==> config.mk <==
export PLATFORM = sky130hd
export DESIGN_NAME = mem_stage
export DESIGN_NICKNAME = d
export VERILOG_FILES = /design/src/design/mem_pkg.sv /design/src/design/amo_alu.sv /design/src/design/lane_align.sv /design/src/design/mem_access_ctrl.sv /design/src/design/mem_stage.sv
export VERILOG_INCLUDE_DIRS = /design/src /design/src/design
export SDC_FILE = /design/constraint.sdc
export NUM_CORES = 1
export LEC_CHECK = 0
export CORE_MARGIN = 5
export CORE_UTILIZATION = 47
export CTS_CLUSTER_DIAMETER = 200
export DETAILED_ROUTE_END_ITERATION = 12
export DONT_BUFFER_PORTS = 1
export MAX_ROUTING_LAYER = met4
export REMOVE_ABC_BUFFERS = 1
export SETUP_SLACK_MARGIN = 0.5
export SKIP_LAST_GASP = 1
export SLEW_MARGIN = 0
export SYNTH_ARGS = -nofsm -noshare
export SYNTH_HDL_FRONTEND = slang
export SYNTH_HIERARCHICAL = 1
export SYNTH_SLANG_ARGS = --single-unit
==> constraint.sdc <==
create_clock -name clk -period 14.3 [get_ports clk]
set_input_delay 1.43 -clock clk [delete_from_list [all_inputs] [get_ports clk]]
set_output_delay 1.43 -clock clk [all_outputs]
set_load 0.1 [all_outputs]
==> src/design/mem_cfg.svh <==
// Width constants for the memory access unit, included by the package and every RTL file.
`ifndef MEM_CFG_SVH
`define MEM_CFG_SVH

// Data width of the core and the bus.
`define MEM_XLEN 32

// Bytes in one data word.
`define MEM_BYTES (`MEM_XLEN / 8)

// Wishbone word address, the byte offset bits are not on the bus.
`define MEM_ADR_W 30

// One Wishbone select line per byte lane.
`define MEM_SEL_W `MEM_BYTES

`endif

==> src/design/mem_pkg.sv <==
// Shared request, response, opcode and Wishbone types, imported by every module of the unit.
`default_nettype none
`include "mem_cfg.svh"

package mem_pkg;

    // Kind of memory request.
    typedef enum logic [2:0] {
        MEM_LOAD,
        MEM_STORE,
        MEM_LR,
        MEM_SC,
        MEM_AMO
    } mem_op_t;

    // Function of a read-modify-write atomic.
    typedef enum logic [3:0] {
        AMO_SWAP,
        AMO_ADD,
        AMO_XOR,
        AMO_OR,
        AMO_AND,
        AMO_MIN,
        AMO_MAX,
        AMO_MINU,
        AMO_MAXU
    } amo_fn_t;

    typedef enum logic [1:0] {
        SIZE_B,
        SIZE_H,
        SIZE_W
    } access_size_t;

    // RISC-V exception codes.
    typedef enum logic [3:0] {
        CAUSE_NONE           = 4'd0,
        CAUSE_LOAD_MISALIGN  = 4'd4,
        CAUSE_STORE_MISALIGN = 4'd6
    } trap_cause_t;

    typedef struct packed {
        mem_op_t             op;
        amo_fn_t             fn;
        access_size_t        size;
        logic                is_unsigned;
        logic [`MEM_XLEN-1:0] addr;
        logic [`MEM_XLEN-1:0] wdata;
    } mem_req_t;

    typedef struct packed {
        logic [`MEM_XLEN-1:0] rd_val;
        logic                trap;
        trap_cause_t         cause;
    } mem_rsp_t;

    // Wishbone classic, master to slave.
    typedef struct packed {
        logic                 cyc;
        logic                 stb;
        logic                 we;
        logic [`MEM_ADR_W-1:0] adr;
        logic [`MEM_SEL_W-1:0] sel;
        logic [`MEM_XLEN-1:0]  dat;
    } wb_m2s_t;

    // Wishbone classic, slave to master.
    typedef struct packed {
        logic                ack;
        logic [`MEM_XLEN-1:0] dat;
    } wb_s2m_t;

endpackage

`default_nettype wire

==> src/design/amo_alu.sv <==
// Combinational write-back value for atomics, fed with the old memory word and the operand.
`timescale 1ns/10ps
`default_nettype none
`include "mem_cfg.svh"

module amo_alu import mem_pkg::*; (
    input  wire amo_fn_t             fn,
    input  wire logic [`MEM_XLEN-1:0] old_val,
    input  wire logic [`MEM_XLEN-1:0] operand,
    output logic [`MEM_XLEN-1:0]      new_val
);

    logic                 sub_en;
    logic                 sign_flip;
    logic [`MEM_XLEN-1:0] lhs;
    logic [`MEM_XLEN-1:0] rhs;
    logic [`MEM_XLEN:0]   sum;
    logic                 old_ge;

    // Compare functions subtract, signed ones also bias the sign bit.
    always_comb begin
        sub_en    = fn inside {AMO_MIN, AMO_MAX, AMO_MINU, AMO_MAXU};
        sign_flip = fn inside {AMO_MIN, AMO_MAX};
    end

    // Shared adder, the carry out is old >= operand when subtracting.
    always_comb begin
        lhs = old_val;
        rhs = sub_en ? ~operand : operand;
        if (sign_flip) begin
            lhs[`MEM_XLEN-1] = ~lhs[`MEM_XLEN-1];
            rhs[`MEM_XLEN-1] = ~rhs[`MEM_XLEN-1];
        end
        sum    = {1'b0, lhs} + {1'b0, rhs} + {{`MEM_XLEN{1'b0}}, sub_en};
        old_ge = sum[`MEM_XLEN];
    end

    always_comb begin
        case (fn)
            AMO_SWAP: new_val = operand;
            AMO_ADD:  new_val = sum[`MEM_XLEN-1:0];
            AMO_XOR:  new_val = old_val ^ operand;
            AMO_OR:   new_val = old_val | operand;
            AMO_AND:  new_val = old_val & operand;
            AMO_MIN,
            AMO_MINU: begin
                new_val = old_ge ? operand : old_val;
            end
            AMO_MAX,
            AMO_MAXU: begin
                new_val = old_ge ? old_val : operand;
            end
            // Unused codes behave as swap.
            default:  new_val = operand;
        endcase
    end

endmodule

`default_nettype wire

==> src/design/lane_align.sv <==
// Byte lane steering for stores and loads on the data bus, with the misalignment check.
`timescale 1ns/10ps
`default_nettype none
`include "mem_cfg.svh"

module lane_align import mem_pkg::*; (
    input  wire access_size_t        size,
    input  wire logic [1:0]          addr_lo,
    input  wire logic                is_unsigned,
    input  wire logic [`MEM_XLEN-1:0] store_data,
    input  wire logic [`MEM_XLEN-1:0] bus_rdata,
    output logic [`MEM_SEL_W-1:0]     sel,
    output logic [`MEM_XLEN-1:0]      lane_wdata,
    output logic [`MEM_XLEN-1:0]      load_val,
    output logic                     misaligned
);

    logic [7:0]  byte_val;
    logic [15:0] half_val;
    logic        byte_ext;
    logic        half_ext;

    // Addressed lanes of the read word.
    always_comb begin
        byte_val = bus_rdata[{addr_lo, 3'b000} +: 8];
        half_val = addr_lo[1] ? bus_rdata[31:16] : bus_rdata[15:0];
        byte_ext = !is_unsigned && byte_val[7];
        half_ext = !is_unsigned && half_val[15];
    end

    // Store side.
    always_comb begin
        case (size)
            SIZE_B: begin
                sel        = {{(`MEM_SEL_W-1){1'b0}}, 1'b1} << addr_lo;
                lane_wdata = {`MEM_BYTES{store_data[7:0]}};
                misaligned = 1'b0;
            end
            SIZE_H: begin
                sel        = addr_lo[1] ? 4'b1100 : 4'b0011;
                lane_wdata = {(`MEM_BYTES / 2){store_data[15:0]}};
                misaligned = addr_lo[0];
            end
            // Word, and the unused size code.
            default: begin
                sel        = {`MEM_SEL_W{1'b1}};
                lane_wdata = store_data;
                misaligned = addr_lo != 2'b00;
            end
        endcase
    end

    // Load side.
    always_comb begin
        case (size)
            SIZE_B:  load_val = {{(`MEM_XLEN-8){byte_ext}}, byte_val};
            SIZE_H:  load_val = {{(`MEM_XLEN-16){half_ext}}, half_val};
            default: load_val = bus_rdata;
        endcase
    end

endmodule

`default_nettype wire

==> src/design/mem_access_ctrl.sv <==
// Request FSM of the memory unit: holds the LR/SC reservation and runs the Wishbone cycles.
`timescale 1ns/10ps
`default_nettype none
`include "mem_cfg.svh"

module mem_access_ctrl import mem_pkg::*; (
    input  wire logic                 clk,
    input  wire logic                 rst,
    input  wire logic                 req_valid,
    input  wire mem_req_t             req,
    output logic                      req_ready,
    input  wire logic [`MEM_SEL_W-1:0] sel,
    input  wire logic [`MEM_XLEN-1:0]  lane_wdata,
    input  wire logic [`MEM_XLEN-1:0]  load_val,
    input  wire logic                 misaligned,
    input  wire logic [`MEM_XLEN-1:0]  amo_new,
    output mem_req_t                  cur_req,
    output wb_m2s_t                   wb_o,
    input  wire wb_s2m_t              wb_i,
    output logic                      rsp_valid,
    output mem_rsp_t                  rsp
);

    typedef enum logic [2:0] {
        ST_IDLE,
        ST_SINGLE,
        ST_AMO_READ,
        ST_AMO_WRITE,
        ST_RESPOND
    } ctrl_state_t;

    ctrl_state_t           state;
    logic                  resv_valid;
    logic [`MEM_ADR_W-1:0] resv_addr;
    logic                  sc_hit;
    logic [`MEM_XLEN-1:0]  rd_hold;
    logic [`MEM_XLEN-1:0]  amo_hold;

    logic                  issue;
    logic                  sc_fail;
    logic                  fault;
    logic                  early_rsp;
    logic                  bus_active;
    logic                  single_ack;
    logic                  read_ack;
    logic                  is_write_op;
    trap_cause_t           cause;
    logic [`MEM_ADR_W-1:0] req_word;
    logic [`MEM_ADR_W-1:0] cur_word;

    assign req_ready = state == ST_IDLE;

    always_comb begin
        req_word    = req.addr[`MEM_XLEN-1 -: `MEM_ADR_W];
        cur_word    = cur_req.addr[`MEM_XLEN-1 -: `MEM_ADR_W];
        issue       = (state == ST_SINGLE) || (state == ST_AMO_READ);
        sc_fail     = (cur_req.op == MEM_SC) && !sc_hit;
        // Faults are resolved in the first cycle, before any bus cycle starts.
        fault       = misaligned || sc_fail;
        early_rsp   = issue && fault;
        bus_active  = (issue && !fault) || (state == ST_AMO_WRITE);
        single_ack  = (state == ST_SINGLE) && !fault && wb_i.ack;
        read_ack    = (state == ST_AMO_READ) && !fault && wb_i.ack;
        is_write_op = cur_req.op inside {MEM_STORE, MEM_SC, MEM_AMO};
        cause       = is_write_op ? CAUSE_STORE_MISALIGN : CAUSE_LOAD_MISALIGN;
    end

    // Bus outputs follow the state and the stored request.
    always_comb begin
        wb_o.cyc = bus_active;
        wb_o.stb = bus_active;
        wb_o.we  = (state == ST_AMO_WRITE) ||
                   ((state == ST_SINGLE) && (cur_req.op inside {MEM_STORE, MEM_SC}));
        wb_o.adr = cur_word;
        wb_o.sel = sel;
        wb_o.dat = (state == ST_AMO_WRITE) ? amo_hold : lane_wdata;
    end

    // A failed SC answers 1, a trap answers 0.
    always_comb begin
        rsp_valid  = early_rsp || (state == ST_RESPOND);
        rsp.trap   = early_rsp && misaligned;
        rsp.cause  = (early_rsp && misaligned) ? cause : CAUSE_NONE;
        if (state == ST_RESPOND) begin
            rsp.rd_val = rd_hold;
        end else begin
            rsp.rd_val = {{(`MEM_XLEN-1){1'b0}}, sc_fail && !misaligned};
        end
    end

    always_ff @(posedge clk) begin
        if (rst) begin
            state      <= ST_IDLE;
            resv_valid <= 1'b0;
        end else begin
            case (state)
                ST_IDLE: begin
                    if (req_valid) begin
                        state <= (req.op == MEM_AMO) ? ST_AMO_READ : ST_SINGLE;
                        if (req.op != MEM_LR) begin
                            resv_valid <= 1'b0;
                        end
                    end
                end
                ST_SINGLE: begin
                    if (fault) begin
                        state <= ST_IDLE;
                    end else if (wb_i.ack) begin
                        state <= ST_RESPOND;
                        if (cur_req.op == MEM_LR) begin
                            resv_valid <= 1'b1;
                        end
                    end
                end
                ST_AMO_READ: begin
                    if (fault) begin
                        state <= ST_IDLE;
                    end else if (wb_i.ack) begin
                        state <= ST_AMO_WRITE;
                    end
                end
                ST_AMO_WRITE: begin
                    if (wb_i.ack) begin
                        state <= ST_RESPOND;
                    end
                end
                default: state <= ST_IDLE;
            endcase
        end
    end

    // Request, reservation address and response data.
    always_ff @(posedge clk) begin
        if (req_valid && req_ready) begin
            cur_req <= req;
            // Atomics always move a full word.
            if (req.op inside {MEM_LR, MEM_SC, MEM_AMO}) begin
                cur_req.size <= SIZE_W;
            end
            sc_hit <= resv_valid && (req_word == resv_addr);
        end
        if (single_ack) begin
            if (cur_req.op inside {MEM_LOAD, MEM_LR}) begin
                rd_hold <= load_val;
            end else begin
                rd_hold <= '0;
            end
            if (cur_req.op == MEM_LR) begin
                resv_addr <= cur_word;
            end
        end
        if (read_ack) begin
            rd_hold  <= load_val;
            amo_hold <= amo_new;
        end
    end

endmodule

`default_nettype wire

==> src/design/mem_stage.sv <==
// Top level of the memory access unit, between the request/response ports and the data bus.
`timescale 1ns/10ps
`default_nettype none
`include "mem_cfg.svh"

module mem_stage import mem_pkg::*; (
    input  wire logic     clk,
    input  wire logic     rst,
    input  wire logic     req_valid,
    input  wire mem_req_t req,
    output logic          req_ready,
    output logic          rsp_valid,
    output mem_rsp_t      rsp,
    output wb_m2s_t       wb_o,
    input  wire wb_s2m_t  wb_i
);

    mem_req_t              cur_req;
    logic [`MEM_SEL_W-1:0] sel;
    logic [`MEM_XLEN-1:0]  lane_wdata;
    logic [`MEM_XLEN-1:0]  load_val;
    logic                  misaligned;
    logic [`MEM_XLEN-1:0]  amo_new;

    mem_access_ctrl u_ctrl (
        .clk        (clk),
        .rst        (rst),
        .req_valid  (req_valid),
        .req        (req),
        .req_ready  (req_ready),
        .sel        (sel),
        .lane_wdata (lane_wdata),
        .load_val   (load_val),
        .misaligned (misaligned),
        .amo_new    (amo_new),
        .cur_req    (cur_req),
        .wb_o       (wb_o),
        .wb_i       (wb_i),
        .rsp_valid  (rsp_valid),
        .rsp        (rsp)
    );

    // Lanes are taken from the stored request and the raw bus data.
    lane_align u_lane_align (
        .size        (cur_req.size),
        .addr_lo     (cur_req.addr[1:0]),
        .is_unsigned (cur_req.is_unsigned),
        .store_data  (cur_req.wdata),
        .bus_rdata   (wb_i.dat),
        .sel         (sel),
        .lane_wdata  (lane_wdata),
        .load_val    (load_val),
        .misaligned  (misaligned)
    );

    amo_alu u_amo_alu (
        .fn      (cur_req.fn),
        .old_val (wb_i.dat),
        .operand (cur_req.wdata),
        .new_val (amo_new)
    );

endmodule

`default_nettype wire

==> metrics.md <==
| Metric | Value |
|---|---|
| Part of the power in the clock network | between 20% and 30% |
| GRT Total Usage | 23.7% |
| Initial antenna violation count | 2 |
| CTS Hold Buffers Added | 0 |
| Hold wc startpoint | u_ctrl/resv_valid |
| Sw frac | 38.8% |
| IO buf count | 0 |
| Largest family of logic cells by synthesized area | compound AO/OA/AOI/OAI gates |
| Total CTS buffers | 17 |
| Grt ovf | 0 |
| Top-count cell post-synth | edfxtp_1 |
| Clock transition at the registers of the reported paths | about 0.08 ns |
| Int Power | around 0.00097 W |
| Final setup vio count | 0 |
| RSZ-0062 raised after global routing | false |
| CP max FO | 33 |
| FF-to-FF setup slack | 8.52 ns |
| Share of layout cells above drive strength 1 | 12.8% |
| Clock Latency Late Sink | 0.44 ns |
| Largest net degree at the start of global routing | 65 |
| Final count of hold timing violations | 0 |
| Post-Synth Adder-Cell Area | roughly a tenth |
| Pre-antenna DRT Iters | 5 |
| Worst EP arrival | 5.91 ns |
| Largest cells by area after synthesis | edfxtp_1 (40%), ha_1 (9.3%), xnor2_1 (4.9%) |
| Fin nets | 1361 |
| Synthesized area | 12700 um2 |
| Hold path endpoint | u_ctrl/resv_valid |
| Clock Path Buffers | 2 |
| Synth Area in Compound Gates | 17.6% |
| Layout Cells excl Fill | 1511 |
| Leak pwr | 5.05 nW |
| Total placed cells including tap cells | approximately 1.5k |
| Worst path required time | 14.43 ns |
| Reg2Reg Depth | 16 |
| Post-synth EDFFs | 169 |
| Routed len/inst | approximately 24 um |
| Clock Sinks | between 150 and 200 |
| YS warnings | 6 |
| Vias | a little over 9k |
| Yosys top cell area share | 39.8% |
| Slew @ Worst Pin | 1.13 ns |
| Yosys top cell by area | edfxtp_1 |
| Combinational Power Share | between 20% and 30% |
| Hold path cells | 2 |
| Synth unique cells | 80 |
| Pwr per Cell Area | 120 nW/um2 |
| Switching power | 0.000618 W |
| CP Launch Type | flop |
| Most common library cells after synthesis | edfxtp_1 (169), ha_1 (95), nand2_1 (75) |
| CP Class | flop to flop |
| RePlAce Congestion | between 0.9 and 1 |
| Flop pwr share | between 40% and 50% |
| Die X | 175 um |
| RR Startpoint | u_ctrl/cur_req[68] |
| Cells after Synth | ~1.2k |
| P&R area growth vs syn | 4.34% |
| Clk_skew | 0.0142 ns |
| Via-to-Cell Ratio | 6.12 |
| VDD IR max | around 0.000065 V |
| Fraction of registers with async set/reset | 0% |
| Final Util | 49.6% |
| CTS tree | yes |
| Fin crit share | 40.4% |
| First-pass GRT wire length | 54400 um |
| Die ar. | 30500 um2 |
| Fillers | about 2.4k |
| Final Max Slew Viols | 0 |
| Starting Density | between 40 and 50% |
| Post-DP HPWL | 26300 um |
| DRT Wirelength | 36300 um |
| Top FF cell, synth | edfxtp_1 |
| Post-synthesis sequential area ratio | 40.4% |
| Reg2reg end | u_ctrl/amo_hold[21] |
| Post_cts resized | 0 |
| Critical Path Sink Type | flop |
| Die Y | 175 um |
| Mean Syn Cell Area | 10.3 um2 |
| CTS HTree Levels | 4 |
| Post-route ant nets | 0 |
| Multiplexer share of the synthesized area | between 5 and 6% |
| Synth Area in Simple Gates | about an eighth |
| DR iter-0 viols | 824 |
| DR DRC count | 0 |
| Vias in the first global route | approximately 8.8k |
| Post-Synth XOR/XNOR Area | 6.32% |
| Seq cells post-synth | 173 |
| MaxCap Viol Count | 0 |
| Slew margin rel. | roughly 24% |
| IO Count | ~220 |
| Class of the worst hold path | flop to flop |
| Total power | 0.00159 W |
| Post-CTS setup repair buffer count | 0 |
| Status | complete, no violations |
| Setup TNS Final | 0 ns |
| Core area | 26800 um2 |
| Row count | 60 |
| Final min period | 5.78 ns |
| Peak Freq | ~170 MHz |
| Root buffer cell | clkbuf_16 |
==> worst max path at each step <==
stage / startpoint / endpoint / cells after the start
2_1_floorplan: u_ctrl/cur_req[70] / u_ctrl/amo_hold[21] / 13
3_3_place_gp: u_ctrl/cur_req[67] / u_ctrl/amo_hold[21] / 16
3_5_place_dp: u_ctrl/cur_req[68] / u_ctrl/amo_hold[21] / 16
4_1_cts: u_ctrl/cur_req[68] / u_ctrl/amo_hold[21] / 16
5_1_grt: u_ctrl/cur_req[68] / u_ctrl/amo_hold[21] / 16
6_report: u_ctrl/cur_req[68] / u_ctrl/amo_hold[21] / 16
==> per-stage QoR <==
| stage | setup slack (ns) | hold slack (ns) | area [um2] |
|---|---|---|---|
| after floorplan | 7.93 | 0.488 | 12000 |
| after global placement | 8.71 | 0.510 | 12700 |
| after detailed placement | 8.57 | 0.519 | 12700 |
| after CTS | 8.52 | 0.535 | 13300 |
| after global routing | 8.21 | 0.582 | 13300 |
| final | 8.52 | 0.537 | 13300 |
==> worst max-delay path, cell delays in order, from the launching register on <==
cell,delay (ns)
edfxtp_1,0.57
nor3_1,0.68
o2bb2ai_4,0.16
buf_4,0.47
xnor2_1,0.21
inv_1,0.08
fa_1,0.43
nand2b_1,0.19
a21oi_2,0.21
o2111ai_2,0.18
o31ai_2,0.45
a31o_4,0.25
a41o_4,0.24
mux2_4,0.38
nor2_2,0.45
buf_4,0.36
o221ai_1,0.14
==> power groups by stage <==
stage | Sequential [W] | Combinational [W] | Clock, W
5_1_grt | 0.000654 | 0.000510 | 0.000499
2_1_floorplan | 0.000659 | 0.000372 | 0
4_1_cts | 0.000652 | 0.000470 | 0.000478
3_5_place_dp | 0.000663 | 0.000468 | 0
3_3_place_gp | 0.000662 | 0.000465 | 0
6_report | 0.000651 | 0.000473 | 0.000466
==> cell usage in the layout (no fill, tap or decap), drive strengths merged, types with 5 or more instances in the layout <==
cell    count
a211oi     12
a21o       18
a21oi      73
a221o       7
a221oi     24
a22oi      15
a31oi       6
a32oi       7
and2        7
and3       35
buf        20
clkbuf     17
clkinv     10
edfxtp    169
ha         95
inv        78
mux2       54
mux2i      10
nand2      76
nand2b      9
nand3      15
nand4      15
nor2       59
nor2b      41
nor3       10
nor3b       5
nor4bb      6
o211ai     37
o21ai      70
o21bai      8
o221ai     13
o22ai       7
o31ai       7
xnor2      72
xor2       20
==> layout make-up <==
type / instances / area, um2 / area share, %
antenna: 2 / 5.00 / 0.0376
inverter: 74 / 278 / 2.09
clock inverter: 15 / 155 / 1.17
sequential: 173 / 5150 / 38.8
multi-input combinational: 869 / 6670 / 50.1
timing repair buffer: 20 / 190 / 1.43
clock buffer: 17 / 425 / 3.20
tap: 341 / 427 / 3.21
==> registers in the layout, indices dropped and copies added (netlist names) <==
register and count:
u_ctrl/sc_hit 1, u_ctrl/resv_valid 1, u_ctrl/cur_req 74, u_ctrl/state 3, u_ctrl/amo_hold 32, u_ctrl/resv_addr 30, u_ctrl/rd_hold 32
==> cell families after synthesis <==
| logic type | Yosys count |
|---|---|
| AOI/OAI and AO/OA | 318 |
| and+or+nand+nor | 297 |
| buffers and inverters | 197 |
| DFF | 173 |
| adders and majority gates | 96 |
| xor gates and xnor gates | 92 |
| muxes | 64 |
| other | 1 |
==> routing by layer <==
metal / vias up / track usage [%] / routed length, um
li1: 4350 / - / -
met1: 4478 / 32.9 / 16700
met2: 371 / 35.3 / 16100
met3: 45 / 5.17 / 2630
met4: 0 / 6.48 / 809
met5: - / - / 0
(Power assumes the default switching activity.)
